$ cat config.mk
export PLATFORM = sky130hd
export DESIGN_NAME = csr_unit_top
export DESIGN_NICKNAME = d
export VERILOG_FILES = /design/src/verilog/csr_pkg.sv /design/src/verilog/csr_unit_top.sv /design/src/verilog/commit_stage.sv /design/src/verilog/trap_ctrl.sv /design/src/verilog/csr_regfile.sv /design/src/verilog/csr_op_decode.sv
export SDC_FILE = /design/constraint.sdc
export NUM_CORES = 1
export LEC_CHECK = 0
export ABC_AREA = 1
export BUFFER_PORTS_ARGS = -buffer_cell sky130_fd_sc_hd__buf_4
export CELL_PAD_IN_SITES_DETAIL_PLACEMENT = 0
export CELL_PAD_IN_SITES_GLOBAL_PLACEMENT = 1
export CORE_ASPECT_RATIO = 2
export CORE_MARGIN = 2
export CORE_UTILIZATION = 43
export CTS_BUF_LIST = sky130_fd_sc_hd__clkbuf_8
export DETAILED_ROUTE_END_ITERATION = 7
export GPL_ROUTABILITY_DRIVEN = 0
export PLACE_DENSITY = 0.89
export SYNTH_ARGS = -nofsm -noshare
export SYNTH_HDL_FRONTEND = slang
export SYNTH_HIERARCHICAL = 1
export SYNTH_SLANG_ARGS = --single-unit
$ cat constraint.sdc
create_clock -name clk -period 3.4 [get_ports clk]
set_input_delay 0.68 -clock clk [delete_from_list [all_inputs] [get_ports clk]]
set_output_delay 0.68 -clock clk [all_outputs]
set_load 0.02 [all_outputs]
$ cat src/verilog/csr_pkg.sv
// shared constants and types for the machine-mode CSR unit
// design files reference everything here as csr_pkg::name
`default_nettype none

package csr_pkg;

    localparam int xlen = 64;

    typedef logic [11:0] csr_addr_t;

    // machine-mode CSR indices
    localparam csr_addr_t addr_mcycle    = 12'hb00;
    localparam csr_addr_t addr_mstatus   = 12'h300;
    localparam csr_addr_t addr_mie       = 12'h304;
    localparam csr_addr_t addr_mtvec     = 12'h305;
    localparam csr_addr_t addr_mscratch  = 12'h340;
    localparam csr_addr_t addr_mepc      = 12'h341;
    localparam csr_addr_t addr_mcause    = 12'h342;
    localparam csr_addr_t addr_mip       = 12'h344;
    localparam csr_addr_t addr_mvendorid = 12'hf11;

    localparam logic [xlen-1:0] mvendorid_value = 64'h0000_0000_4359_3231; // ascii "CY21"

    localparam logic [xlen-1:0] cause_ecall_m = 64'd11;
    localparam logic [xlen-1:0] cause_m_timer = 64'h8000_0000_0000_0007; // interrupt, code 7

    // instruction encodings
    localparam logic [6:0]  opcode_system = 7'b1110011;
    localparam logic [31:0] instr_ecall   = 32'h0000_0073;
    localparam logic [31:0] instr_mret    = 32'h3020_0073;

    // values follow funct3[1:0] of the zicsr instructions
    typedef enum logic [1:0] {
        op_write = 2'b01,
        op_set   = 2'b10,
        op_clear = 2'b11
    } csr_op_e;

    typedef struct packed {
        logic            csr_valid;
        csr_addr_t       idx;
        csr_op_e         op;
        logic [xlen-1:0] operand;   // rs1 or zero-extended uimm
        logic            wr_en;
        logic [4:0]      rd_idx;
    } csr_req_t;

    typedef struct packed {
        logic            is_ecall;
        logic            is_mret;
        logic [xlen-1:0] pc;
    } sys_evt_t;

    typedef struct packed {
        logic            enter;
        logic            ret;
        logic [xlen-1:0] cause;
    } trap_t;

    typedef struct packed {
        logic            rd_we;
        logic [4:0]      rd_idx;
        logic [xlen-1:0] rd_data;
        logic            redirect;
        logic [xlen-1:0] target;
    } commit_t;

    // mstatus at architectural bit positions
    typedef struct packed {
        logic        sd;          // 63
        logic [47:0] pad_62_15;   // xs and above, all zero here
        logic [1:0]  fs;          // 14:13
        logic [1:0]  mpp;         // 12:11
        logic [2:0]  pad_10_8;
        logic        mpie;        // 7
        logic [2:0]  pad_6_4;
        logic        mie;         // 3
        logic [2:0]  pad_2_0;
    } mstatus_fields_t;

    typedef union packed {
        logic [xlen-1:0] raw;
        mstatus_fields_t f;
    } mstatus_u;

endpackage

`default_nettype wire
$ cat src/verilog/csr_unit_top.sv
// top of the machine-mode CSR unit
// decode and trap logic act in the strobe cycle; CSR state and the commit
// record both update on the following edge
`default_nettype none

module csr_unit_top (
    input  wire logic                     clk,
    input  wire logic                     wr_mscrstch,
    input  wire logic                     instr_valid,
    input  wire logic [csr_pkg::xlen-1:0] pc,
    input  wire logic [31:0]              instr,
    input  wire logic [csr_pkg::xlen-1:0] rs1_value,
    input  wire logic                     timer_irq,
    output csr_pkg::commit_t              commit
);

    csr_pkg::csr_req_t        req;
    csr_pkg::sys_evt_t        evt;
    csr_pkg::trap_t           trap;
    logic [csr_pkg::xlen-1:0] rd_data;
    logic [csr_pkg::xlen-1:0] mtvec;
    logic [csr_pkg::xlen-1:0] mepc;
    logic [csr_pkg::xlen-1:0] target;
    logic                     mstatus_mie;
    logic                     mie_mtie;
    logic                     mip_mtip;
    logic                     kill;

    csr_op_decode u_decode (
        .instr_valid (instr_valid),
        .pc          (pc),
        .instr       (instr),
        .rs1_value   (rs1_value),
        .req         (req),
        .evt         (evt)
    );

    csr_regfile u_regfile (
        .clk         (clk),
        .wr_mscrstch (wr_mscrstch),
        .req         (req),
        .trap        (trap),
        .pc          (evt.pc),
        .timer_irq   (timer_irq),
        .rd_data     (rd_data),
        .mstatus_mie (mstatus_mie),
        .mie_mtie    (mie_mtie),
        .mip_mtip    (mip_mtip),
        .mtvec       (mtvec),
        .mepc        (mepc)
    );

    trap_ctrl u_trap (
        .instr_valid (instr_valid),
        .evt         (evt),
        .mstatus_mie (mstatus_mie),
        .mie_mtie    (mie_mtie),
        .mip_mtip    (mip_mtip),
        .mtvec       (mtvec),
        .mepc        (mepc),
        .trap        (trap),
        .target      (target),
        .kill        (kill)
    );

    commit_stage u_commit (
        .clk         (clk),
        .wr_mscrstch (wr_mscrstch),
        .req         (req),
        .kill        (kill),
        .rd_data     (rd_data),
        .trap        (trap),
        .target      (target),
        .commit      (commit)
    );

endmodule

`default_nettype wire

$ cat src/verilog/commit_stage.sv
// commit register of the CSR unit
// captures the rd write-back and pc redirect one cycle after the strobe;
// a cycle without a strobe leaves an all-zero record
`default_nettype none

module commit_stage (
    input  wire logic                     clk,
    input  wire logic                     wr_mscrstch,
    input  wire csr_pkg::csr_req_t        req,
    input  wire logic                     kill,
    input  wire logic [csr_pkg::xlen-1:0] rd_data,
    input  wire csr_pkg::trap_t           trap,
    input  wire logic [csr_pkg::xlen-1:0] target,
    output csr_pkg::commit_t              commit
);

    csr_pkg::commit_t commit_nxt;
    logic             rd_we;

    // x0 destinations and killed instructions write nothing
    assign rd_we = req.csr_valid && !kill && (req.rd_idx != 5'd0);

    always_comb begin
        commit_nxt = '0;
        if (rd_we) begin
            commit_nxt.rd_we   = 1'b1;
            commit_nxt.rd_idx  = req.rd_idx;
            commit_nxt.rd_data = rd_data;
        end
        commit_nxt.redirect = trap.enter || trap.ret;
        commit_nxt.target   = target;   // already zero without a redirect
    end

    always_ff @(posedge clk) begin
        if (wr_mscrstch) begin
            commit <= '0;
        end else begin
            commit <= commit_nxt;
        end
    end

endmodule

`default_nettype wire

$ cat src/verilog/trap_ctrl.sv
// trap decision for the CSR unit
// a pending, enabled timer interrupt takes over the strobed instruction,
// otherwise ecall enters the trap and mret returns. combinational
`default_nettype none

module trap_ctrl (
    input  wire logic                     instr_valid,
    input  wire csr_pkg::sys_evt_t        evt,
    input  wire logic                     mstatus_mie,
    input  wire logic                     mie_mtie,
    input  wire logic                     mip_mtip,
    input  wire logic [csr_pkg::xlen-1:0] mtvec,
    input  wire logic [csr_pkg::xlen-1:0] mepc,
    output csr_pkg::trap_t                trap,
    output logic [csr_pkg::xlen-1:0]      target,
    output logic                          kill
);

    logic timer_take;
    logic ecall_take;
    logic mret_take;

    assign timer_take = instr_valid && mip_mtip && mstatus_mie && mie_mtie;
    assign ecall_take = evt.is_ecall && !timer_take;
    assign mret_take  = evt.is_mret && !timer_take;

    assign kill = timer_take;  // instruction in this slot is dropped

    always_comb begin
        trap       = '0;
        trap.enter = timer_take || ecall_take;
        trap.ret   = mret_take;
        if (timer_take) begin
            trap.cause = csr_pkg::cause_m_timer;
        end else if (ecall_take) begin
            trap.cause = csr_pkg::cause_ecall_m;
        end
    end

    always_comb begin
        if (trap.enter) begin
            target = mtvec;
        end else if (trap.ret) begin
            target = mepc;
        end else begin
            target = '0;
        end
    end

endmodule

`default_nettype wire

$ cat src/verilog/csr_regfile.sv
// machine-mode CSR storage
// old value is read combinationally by index; the read-modify-write result
// and any trap entry or mret update land on the next clock edge.
// trap entry and mret win over a software write to the same fields
`default_nettype none

module csr_regfile (
    input  wire logic                     clk,
    input  wire logic                     wr_mscrstch,
    input  wire csr_pkg::csr_req_t        req,
    input  wire csr_pkg::trap_t           trap,
    input  wire logic [csr_pkg::xlen-1:0] pc,
    input  wire logic                     timer_irq,
    output logic [csr_pkg::xlen-1:0]      rd_data,
    output logic                          mstatus_mie,
    output logic                          mie_mtie,
    output logic                          mip_mtip,
    output logic [csr_pkg::xlen-1:0]      mtvec,
    output logic [csr_pkg::xlen-1:0]      mepc
);

    logic [csr_pkg::xlen-1:0] mcycle;
    logic [csr_pkg::xlen-1:0] mcause;
    logic [csr_pkg::xlen-1:0] mscratch;
    logic                     mst_mpie;
    logic [1:0]               mst_mpp;
    logic [1:0]               mst_fs;

    csr_pkg::mstatus_u        mstatus_cur;
    csr_pkg::mstatus_u        mstatus_wr;
    logic [csr_pkg::xlen-1:0] mie_word;
    logic [csr_pkg::xlen-1:0] mip_word;
    logic [csr_pkg::xlen-1:0] old_value;
    logic [csr_pkg::xlen-1:0] wdata;
    logic                     wr_hit;

    // readable views of the sparse registers
    always_comb begin
        mstatus_cur.raw    = '0;
        mstatus_cur.f.mie  = mstatus_mie;
        mstatus_cur.f.mpie = mst_mpie;
        mstatus_cur.f.mpp  = mst_mpp;
        mstatus_cur.f.fs   = mst_fs;
        mstatus_cur.f.sd   = (mst_fs == 2'b11);  // xs is always off
    end

    assign mie_word = {{(csr_pkg::xlen-8){1'b0}}, mie_mtie, 7'd0};
    assign mip_word = {{(csr_pkg::xlen-8){1'b0}}, mip_mtip, 7'd0};

    always_comb begin
        case (req.idx)
            csr_pkg::addr_mcycle:    old_value = mcycle;
            csr_pkg::addr_mstatus:   old_value = mstatus_cur.raw;
            csr_pkg::addr_mie:       old_value = mie_word;
            csr_pkg::addr_mtvec:     old_value = mtvec;
            csr_pkg::addr_mscratch:  old_value = mscratch;
            csr_pkg::addr_mepc:      old_value = mepc;
            csr_pkg::addr_mcause:    old_value = mcause;
            csr_pkg::addr_mip:       old_value = mip_word;
            csr_pkg::addr_mvendorid: old_value = csr_pkg::mvendorid_value;
            default:                 old_value = '0;
        endcase
    end

    assign rd_data = old_value;

    always_comb begin
        case (req.op)
            csr_pkg::op_set:   wdata = old_value | req.operand;
            csr_pkg::op_clear: wdata = old_value & ~req.operand;
            default:           wdata = req.operand;
        endcase
    end

    always_comb begin
        mstatus_wr.raw = wdata;
    end

    // a taken trap drops the instruction's own write
    assign wr_hit = req.csr_valid && req.wr_en && !trap.enter;

    always_ff @(posedge clk) begin
        if (wr_mscrstch) begin
            mcycle <= '0;
        end else if (wr_hit && (req.idx == csr_pkg::addr_mcycle)) begin
            mcycle <= wdata;
        end else begin
            mcycle <= mcycle + 1'b1;
        end
    end

    always_ff @(posedge clk) begin
        if (wr_mscrstch) begin
            mstatus_mie <= 1'b0;
            mst_mpie    <= 1'b0;
            mst_mpp     <= 2'b00;
            mst_fs      <= 2'b00;
        end else if (trap.enter) begin
            mst_mpie    <= mstatus_mie;
            mstatus_mie <= 1'b0;
            mst_mpp     <= 2'b11;
        end else if (trap.ret) begin
            mstatus_mie <= mst_mpie;
            mst_mpie    <= 1'b1;
            mst_mpp     <= 2'b00;
        end else if (wr_hit && (req.idx == csr_pkg::addr_mstatus)) begin
            mstatus_mie <= mstatus_wr.f.mie;
            mst_mpie    <= mstatus_wr.f.mpie;
            mst_mpp     <= mstatus_wr.f.mpp;
            mst_fs      <= mstatus_wr.f.fs;
        end
    end

    always_ff @(posedge clk) begin
        if (wr_mscrstch) begin
            mepc   <= '0;
            mcause <= '0;
        end else if (trap.enter) begin
            mepc   <= {pc[csr_pkg::xlen-1:2], 2'b00};
            mcause <= trap.cause;
        end else if (wr_hit) begin
            if (req.idx == csr_pkg::addr_mepc) begin
                mepc <= {wdata[csr_pkg::xlen-1:2], 2'b00};
            end
            if (req.idx == csr_pkg::addr_mcause) begin
                mcause <= wdata;
            end
        end
    end

    always_ff @(posedge clk) begin
        if (wr_mscrstch) begin
            mtvec    <= '0;
            mscratch <= '0;
            mie_mtie <= 1'b0;
        end else if (wr_hit) begin
            if (req.idx == csr_pkg::addr_mtvec) begin
                mtvec <= {wdata[csr_pkg::xlen-1:2], 2'b00};  // direct mode only
            end
            if (req.idx == csr_pkg::addr_mscratch) begin
                mscratch <= wdata;
            end
            if (req.idx == csr_pkg::addr_mie) begin
                mie_mtie <= wdata[7];
            end
        end
    end

    // pending bit just follows the timer line, software writes ignored
    always_ff @(posedge clk) begin
        if (wr_mscrstch) begin
            mip_mtip <= 1'b0;
        end else begin
            mip_mtip <= timer_irq;
        end
    end

endmodule

`default_nettype wire

$ cat src/verilog/csr_op_decode.sv
// instruction decode for the CSR unit
// turns one strobed instruction into a CSR request or an ecall/mret event,
// purely combinational so the request is ready in the strobe cycle
`default_nettype none

module csr_op_decode (
    input  wire logic [0:0]               instr_valid,
    input  wire logic [csr_pkg::xlen-1:0] pc,
    input  wire logic [31:0]              instr,
    input  wire logic [csr_pkg::xlen-1:0] rs1_value,
    output csr_pkg::csr_req_t             req,
    output csr_pkg::sys_evt_t             evt
);

    logic [6:0]       opcode;
    logic [2:0]       funct3;
    logic [4:0]       rs1_field;
    logic             is_system;
    logic             is_csr;
    logic             use_imm;
    csr_pkg::csr_op_e op;

    assign opcode    = instr[6:0];
    assign funct3    = instr[14:12];
    assign rs1_field = instr[19:15];
    assign use_imm   = funct3[2];     // csrrwi/csrrsi/csrrci

    assign is_system = instr_valid[0] && (opcode == csr_pkg::opcode_system);

    // funct3 x00 is the privileged / reserved space
    assign is_csr = is_system && (funct3[1:0] != 2'b00);

    always_comb begin
        case (funct3[1:0])
            2'b10:   op = csr_pkg::op_set;
            2'b11:   op = csr_pkg::op_clear;
            default: op = csr_pkg::op_write;
        endcase
    end

    always_comb begin
        req = '0;
        if (is_csr) begin
            req.csr_valid = 1'b1;
            req.idx       = instr[31:20];
            req.op        = op;
            if (use_imm) begin
                req.operand = {{(csr_pkg::xlen-5){1'b0}}, rs1_field};
            end else begin
                req.operand = rs1_value;
            end
            // set/clear from x0 or a zero uimm is a pure read
            req.wr_en  = (op == csr_pkg::op_write) || (rs1_field != 5'd0);
            req.rd_idx = instr[11:7];
        end
    end

    // exact words only, anything else in the system space is ignored
    always_comb begin
        evt          = '0;
        evt.is_ecall = is_system && (instr == csr_pkg::instr_ecall);
        evt.is_mret  = is_system && (instr == csr_pkg::instr_mret);
        evt.pc       = pc;
    end

endmodule

`default_nettype wire

-- Word-level counts from Yosys, hierarchy flattened
Cells that the tools add are included.
- output and inout port bits: 135
- word-level logic and storage cells: 103
- bits in latches: 0
- register bits: 459
- memories kept: 0
- bits of input ports: 164
- bits in writable memories: 0
- memory bits (read-only): 0
- divide/modulo/power cells: 0
- reductions and logical operators: 36
- mux-type cells: 25
- equality and inequality tests: 18
- $mul: 0
- add/sub/neg operators: 1
- bitwise operators: 6
- shift-type cells: 0
- $lt $le $gt $ge: 0
- operators by type and width (cell ; number):
    $mux 64 ; 11
    $pmux 64 s9 ; 1
    $pmux 64 s2 ; 1
    $mux 85 ; 1
    $eq 12x10->1 const B ; 7
    $mux 70 ; 1
    $add 64x1->64 const B ; 1
    $and 64x64->64 ; 1
    $not 64->64 ; 1
    $or 64x64->64 ; 1
    $eq 32x30->1 const B ; 1
    $eq 32x7->1 const B ; 1
    $eq 12x12->1 const B ; 2
    $logic_and 1x1->1 ; 15
    $eq 2x2->1 const B ; 5
    $reduce_and 2->1 ; 5
    $reduce_bool 2->1 ; 5
    $reduce_bool 5->1 ; 2
    $eq 7x7->1 const B ; 1
    $mux 2 ; 3
    $mux 1 ; 5
    $mux 4 ; 1
    $pmux 2 s2 ; 1
    $reduce_or 2->1 ; 2
    6 further kinds ; 11

-- Logic depth before layout (Yosys ltp)
Gate-level depths: netlist of the first run.
- depth in word-level cells: 12
- depth in mapped cells: 22
- depth with buffers taken out: 19

-- Hierarchy
The synthesis of the first run kept the hierarchy.
- modules (own cells, without submodules) (module ; area each (um^2) ; sequential area each (um^2) ; cells an instance ; instances):
    csr_regfile ; 19698.9 ; 6486.2 ; 3257 ; 1
    commit_stage ; 3834.9 ; 2702.6 ; 426 ; 1
    csr_op_decode ; 2063.2 ; 0.0 ; 301 ; 1
    trap_ctrl ; 1983.2 ; 0.0 ; 424 ; 1

-- Worst setup path before layout of the first run
OpenSTA, ideal clock, no wires.
- path type: input to register
- from: in instr[2]
- to: reg u_commit/commit[77] (netlist name)
- buffers on the path: 3
- library setup time: 0.116 ns
- data required time: 3.284 ns
- path slack: 0.566 ns
- stages: 16
- arrival time: 2.718 ns
- path through: inv_1 nand2_1 nor2_4 o211ai_2 buf_6 buf_12 nor2_4 nor2_2 nand2_2 inv_2 nand2_4 clkbuf_1 o21ai_0 or4_1 inv_1 nor2_1
- RTL lines (what ; RTL line ; text):
    start: declaration ; csr_unit_top.sv:11 ; input wire logic [31:0] instr,

==> flow_summary.toml, run 1 <==
[final_layout]
layout-drive-gt1-share = 0.153
final_cell_area_sq_um = 31800
nNetsFinal = 4756
synthToLayoutAreaGrowth_pct = 15.3

[detailed_routing]
routed_wl_um = 96800
drc = 0
avgViaCountPerCell = 5.02
first_pass_iters = 6
drt_iter0_markers = 1965
detail-route-antenna-nets = 0
wl_per_cell_um = 17.8
vias = 27300

[power]
switching_share = 0.239
power_density_nw_per_um2 = 344
intPower_uw = 8310
power_frac_comb = 0.033
vdd_drop_max_v = 0.000242
leakage_uw = 0.0146
power.net_switching_uw = 2610
clkPwrFrac = 0.474
share_seq_of_total_power = 0.493

[critical_path]
reg2reg_depth = 11
reg2reg_slack_ns = 0.75
cpPeakStageDelay_ns = 0.31
crit_top_cell = "nand2_1"
endpoint = "u_regfile/mepc[8]$_SDFFE_PP0P_"
r2r_start = "u_regfile/mcycle[0]$_SDFF_PP0_"
regToRegEndpoint = "u_regfile/mcycle[56]$_SDFF_PP0_"
start_kind = "primary input"
crit_start = "instr[2]"
critPathKind = "primary input to register"
crit_chain = "buf_4, inv_1, nand2_1, nor2_4, o211ai_4, buf_12, nor2_4, nand2_1, inv_2, nand2_4, nor2_8, nand2_4, buf_12, o21ai_1, inv_1, nand2_1, nand2_1, nand2_2, nand2_1, a21oi_1"
crit_slowest_cell = "o21ai_1"
cp_data_arrival_time_ns = 3.34
endpoint_kind = "register"
worst-path-max-fanout = 26
worstPathRequired_ns = 4.03

[sta]
finalHoldViolCount = 0
fin_setup_tns_ns = 0
fin_crit_ns = 2.72
rsz0062_at_grt = "false"
clock.fmax_ghz = 0.368
clock_skew_ns = 0.0264
tightest_slew_ns = 1.33
min_period_over_period = 0.800
slew_headroom = 0.112
setup_viol = 0
holdWs_ns = 0.191
maxSlewViolCount = 0

[floorplanning]
die_area_sq_um = 66300
start_util = 0.433
fp.coreArea_sq_um = 63600
ioPinCount = 299
die_x_um = 183
rows = 131
die_y_um = 362

[global_route]
grt_pass1_wl_um = 149000
first_global_vias = 26200
antenna_found_initial = 1
grtUsageTotal = 0.289
overflow = 0
grt_max_degree = 170

[clocking]
clock-root-buffer = "clkbuf_8"
htreeDepth = 3
cts_tree = "yes"
ctsResizeCount = 0
clk_latency_ns = 0.72
post_cts_buffers = 0
cts_buffers = 72
clockBufferDepth = 3
postCtsHoldBufs = 0
clk_pin_slew_ns = 0.07
cts_sinks = 459

[logic_synthesis]
avgSynthCellArea_sq_um = 6.26
netlist_instances = 4406
netlist_area_sq_um = 27600
yosysWarnings = 6

[placement]
hpwl_um = 68200
dpl-instance-area_sq_um = 30200
port_buffers = 296

[run_status]
status = "completed"

[job]
drv_cap = 0

[worst_hold_path]
hold_class = "primary input to register"
==> sequential cells by signal, indices dropped and copies added (netlist names) <==
| signal | flops |
|---|---|
| u_regfile/mstatus_mie | 1 |
| u_regfile/mie_mtie | 1 |
| u_regfile/mcycle | 64 |
| u_regfile/mst_mpie | 1 |
| u_commit/commit | 135 |
| u_regfile/mst_mpp | 2 |
| u_regfile/mcause | 64 |
| u_regfile/mst_fs | 2 |
| u_regfile/mscratch | 64 |
| u_regfile/mepc | 62 |
| u_regfile/mip_mtip | 1 |
| u_regfile/mtvec | 62 |
==> power groups by stage <==
stage	clock network [uW]	logic [uW]	registers, uW
6_report	5180	363	5390
3_3_place_gp	0	364	5510
2_1_floorplan	0	261	5500
3_5_place_dp	0	365	5510
5_1_grt	5520	395	5380
4_1_cts	5310	366	5390
==> worst max-delay path: cells and delay by family <==
kind	cells	cell delay, ns
buf+inv	6	0.75
simple gates	11	1.26
compound gates	3	0.63
==> worst min-delay path by stage <==
stage / slack [ns] / start / to / cells after the start
CTS: 0.12 / timer_irq / u_regfile/mip_mtip$_SDFF_PP0_ / 3
finish: 0.19 / timer_irq / u_regfile/mip_mtip$_SDFF_PP0_ / 3
global placement: 0.47 / u_regfile/mst_mpie$_SDFFE_PP0P_ / u_regfile/mst_mpie$_SDFFE_PP0P_ / 2
global route: 0.19 / timer_irq / u_regfile/mip_mtip$_SDFF_PP0_ / 3
floorplan: 0.46 / u_regfile/mst_mpie$_SDFFE_PP0P_ / u_regfile/mst_mpie$_SDFFE_PP0P_ / 2
detailed placement: 0.48 / u_regfile/mst_mpie$_SDFFE_PP0P_ / u_regfile/mst_mpie$_SDFFE_PP0P_ / 2
==> placed cells by master, fill, tap and decap left out, types with 18 or more instances in the layout <==
master	n
a21oi_1	281
nand2_2	47
buf_12	37
or2_2	18
dfxtp_1	459
clkbuf_8	104
nand2_1	886
o21ai_0	312
o21ai_1	126
nand4_1	26
xor2_1	34
inv_1	861
buf_4	373
nor2_4	78
nor3_1	35
conb_1	63
nor2_1	499
nand3_1	296
==> area by class of cell <==
class,count,area (sq um)
clock buffer,104,1430
inverter,860,3230
fill,6752,31800
tap,798,998
clock inverter,27,148
sequential,459,9190
multi-input combinational,2787,13200
timing repair buffer,411,3560
antenna,1,2.50
==> metal layers <==
layer,routed length (um),vias up,global-route usage
met5,0,-,0
met4,5610,0,0.166
met3,4760,277,0.0382
met2,49600,895,0.531
met1,36800,12500,0.315
li1,-,13600,-
==> metrics by stage <==
stage / cells / power [uW] / util / worst slack [ns]
3_3_place_gp: 5315 / 5870 / 0.475 / 0.0382
5_1_grt: 5447 / 11300 / 0.500 / 0.558
3_5_place_dp: 5315 / 5870 / 0.475 / 0.0179
4_1_cts: 5446 / 11100 / 0.500 / 0.789
6_report: 5447 / 10900 / 0.500 / 0.681
2_1_floorplan: 4467 / 5770 / - / 0.566
Power figures use the tool's default switching activity.
==> inputs of run 2 (changes only) <==
--- a/config.mk
+++ b/config.mk
@@ -11,11 +11,11 @@
 export CELL_PAD_IN_SITES_GLOBAL_PLACEMENT = 1
 export CORE_ASPECT_RATIO = 2
 export CORE_MARGIN = 2
-export CORE_UTILIZATION = 43
+export CORE_UTILIZATION = 39
 export CTS_BUF_LIST = sky130_fd_sc_hd__clkbuf_8
 export DETAILED_ROUTE_END_ITERATION = 7
 export GPL_ROUTABILITY_DRIVEN = 0
-export PLACE_DENSITY = 0.89
+export PLACE_DENSITY = 0.85
 export SYNTH_ARGS = -nofsm -noshare
 export SYNTH_HDL_FRONTEND = slang
 export SYNTH_HIERARCHICAL = 1
==> constraint.sdc (replaced) <==
create_clock -name clk -period 2.3 [get_ports clk]
set_input_delay 0.46 -clock clk [delete_from_list [all_inputs] [get_ports clk]]
set_output_delay 0.46 -clock clk [all_outputs]
set_load 0.02 [all_outputs]
==> run 2 against run 1 <==
Compared with the run above: register-to-register slack got worse by 0.64 ns; sequential power is 48% higher; via count grew 3.0%; design area grew 7.5%; die area increased by 10%; clock skew grew 0.0033 ns; first-iteration DRC count grew 1.9%; combinational power is 76% higher; setup slack lost 0.57 ns; clock power up 36%; final cell count is 5.9% higher; critical endpoint is now u_regfile/mcycle[63]$_SDFF_PP0_; largest power group unchanged.
==> flow_summary.toml, run 2 (synthesis gave the netlist of run 1 again) <==
[floorplanning]
die_area_sq_um = 73000
die_x_um = 192
rows = 137
ioPinCount = 299
die_y_um = 380
start_util = 0.394
fp.coreArea_sq_um = 69900

[global_route]
antenna_found_initial = 1
first_global_vias = 27600
grt_pass1_wl_um = 158000
overflow = 0
grt_max_degree = 65
grtUsageTotal = 0.283

[sta]
min_period_over_period = 0.951
setup_viol = 0
tightest_slew_ns = 1.00
slew_headroom = 0.330
clock_skew_ns = 0.0297
fin_crit_ns = 2.19
finalHoldViolCount = 0
maxSlewViolCount = 0
clock.fmax_ghz = 0.457
holdWs_ns = 0.0550

[final_layout]
mostFrequentLayoutCells = "inv_1 (865), nand2_1 (865), buf_4 (566), nor2_1 (493), dfxtp_1 (458)"
final_cell_area_sq_um = 34200
fillers = 7264
utilization = 0.488
largest_reg_flops = 135
nNetsFinal = 4981
layout-drive-gt1-share = 0.204
synthToLayoutAreaGrowth_pct = 23.9
top_register = "u_commit/commit"

[clocking]
htreeDepth = 3
cts_tree = "yes"
clock-root-buffer = "clkbuf_8"
clk_latency_ns = 0.74
cts_buffers = 71
clk_pin_slew_ns = 0.07
cts_sinks = 459
clockBufferDepth = 3

[critical_path]
critPathKind = "register to register"
worst-path-max-fanout = 4
endpoint_kind = "register"
start_kind = "register"
cp_data_arrival_time_ns = 2.80
worstPathRequired_ns = 2.92
reg2reg_depth = 12

[detailed_routing]
routed_wl_um = 104000
drt_iter0_markers = 2002
drc = 0
first_pass_iters = 6
avgViaCountPerCell = 4.88
wl_per_cell_um = 18.0
detail-route-antenna-nets = 0
vias = 28200

[worst_hold_path]
min_path_cells = 5
hold_class = "primary input to register"

[placement]
hpwl_um = 77300
port_buffers = 296
dpl-instance-area_sq_um = 32600

[power]
vdd_drop_max_v = 0.000399
leakage_uw = 0.0158
power_density_nw_per_um2 = 457

[job]
drv_cap = 0

[run_status]
status = "completed"
-- run 2: changes by cell type in the layout (fill, tap and decap cells not counted), sizes merged --
cell,before,now
inv,875,881
dlygate4sd3,0,1
clkinv,10,8
clkbuf,104,88
clkinvlp,1,2
buf,411,635
-- run 2: through the flow --
stage	setup TNS (ns)	instances	total power [uW]	setup slack, ns
after floorplan	-43.12	4467	8530	-0.204
after global placement	-180.88	5641	8780	-0.600
after detailed placement	-192.26	5641	8780	-0.648
after CTS	0	5761	15800	0.0103
after global routing	-0.00806	5766	16200	-0.00806
final	0	5766	15600	0.113
-- run 2: report_power, final --
| part | switching [uW] | leakage [uW] | internal, uW |
|---|---|---|---|
| clock network | 3510 | 0.000787 | 3510 |
| logic | 348 | 0.0113 | 291 |
| registers | 7.06 | 0.00370 | 7950 |
| total | 3870 | 0.0158 | 11800 |
-- run 2: layer usage --
layer,vias up,GRT usage,routed length [um]
met4,0,0.148,5940
met5,-,0,0
met1,12800,0.310,39200
li1,14100,-,-
met3,282,0.0414,5770
met2,975,0.518,53200
-- run 2: layout make-up --
type	count	area, sq um	area share
multi-input combinational	2787	13600	0.397
sequential	459	9190	0.269
timing repair buffer	637	5650	0.165
inverter	860	3260	0.0953
clock buffer	87	1200	0.0351
tap	903	1130	0.0331
clock inverter	32	169	0.00494
antenna	1	2.50	0.0000733
-- run 2: path summary, 6_finish.rpt --
kind	start	endpoint	slack, ns
hold / removal	pc[40]	u_regfile/mepc[40]$_SDFFE_PP0P_	0.06
setup / recovery	u_regfile/mcycle[3]$_SDFF_PP0_	u_regfile/mcycle[63]$_SDFF_PP0_	0.11
hold reg to reg	u_regfile/mst_mpie$_SDFFE_PP0P_	u_regfile/mst_mpie$_SDFFE_PP0P_	0.51
setup reg to reg	u_regfile/mcycle[3]$_SDFF_PP0_	u_regfile/mcycle[63]$_SDFF_PP0_	0.11
-- run 2: worst max-delay path: stages (launching register included) --
cell and delay [ns]:
dfxtp_1 0.39, buf_4 0.15, nand2_1 0.08, nor2_2 0.21, nand2_1 0.11, buf_4 0.17, nor2_1 0.13, nand2_1 0.17
buf_4 0.18, nor2_1 0.10, nor2_1 0.05, nor3_1 0.27, nor2_1 0.07
-- run 2: what timing repair did --
item                                    CTS  global route
endpoints found under the setup margin    0            35
endpoints found under the hold margin     1             0
setup buffers                             0             3
gates resized for setup                   0            26
hold buffers                              1             0
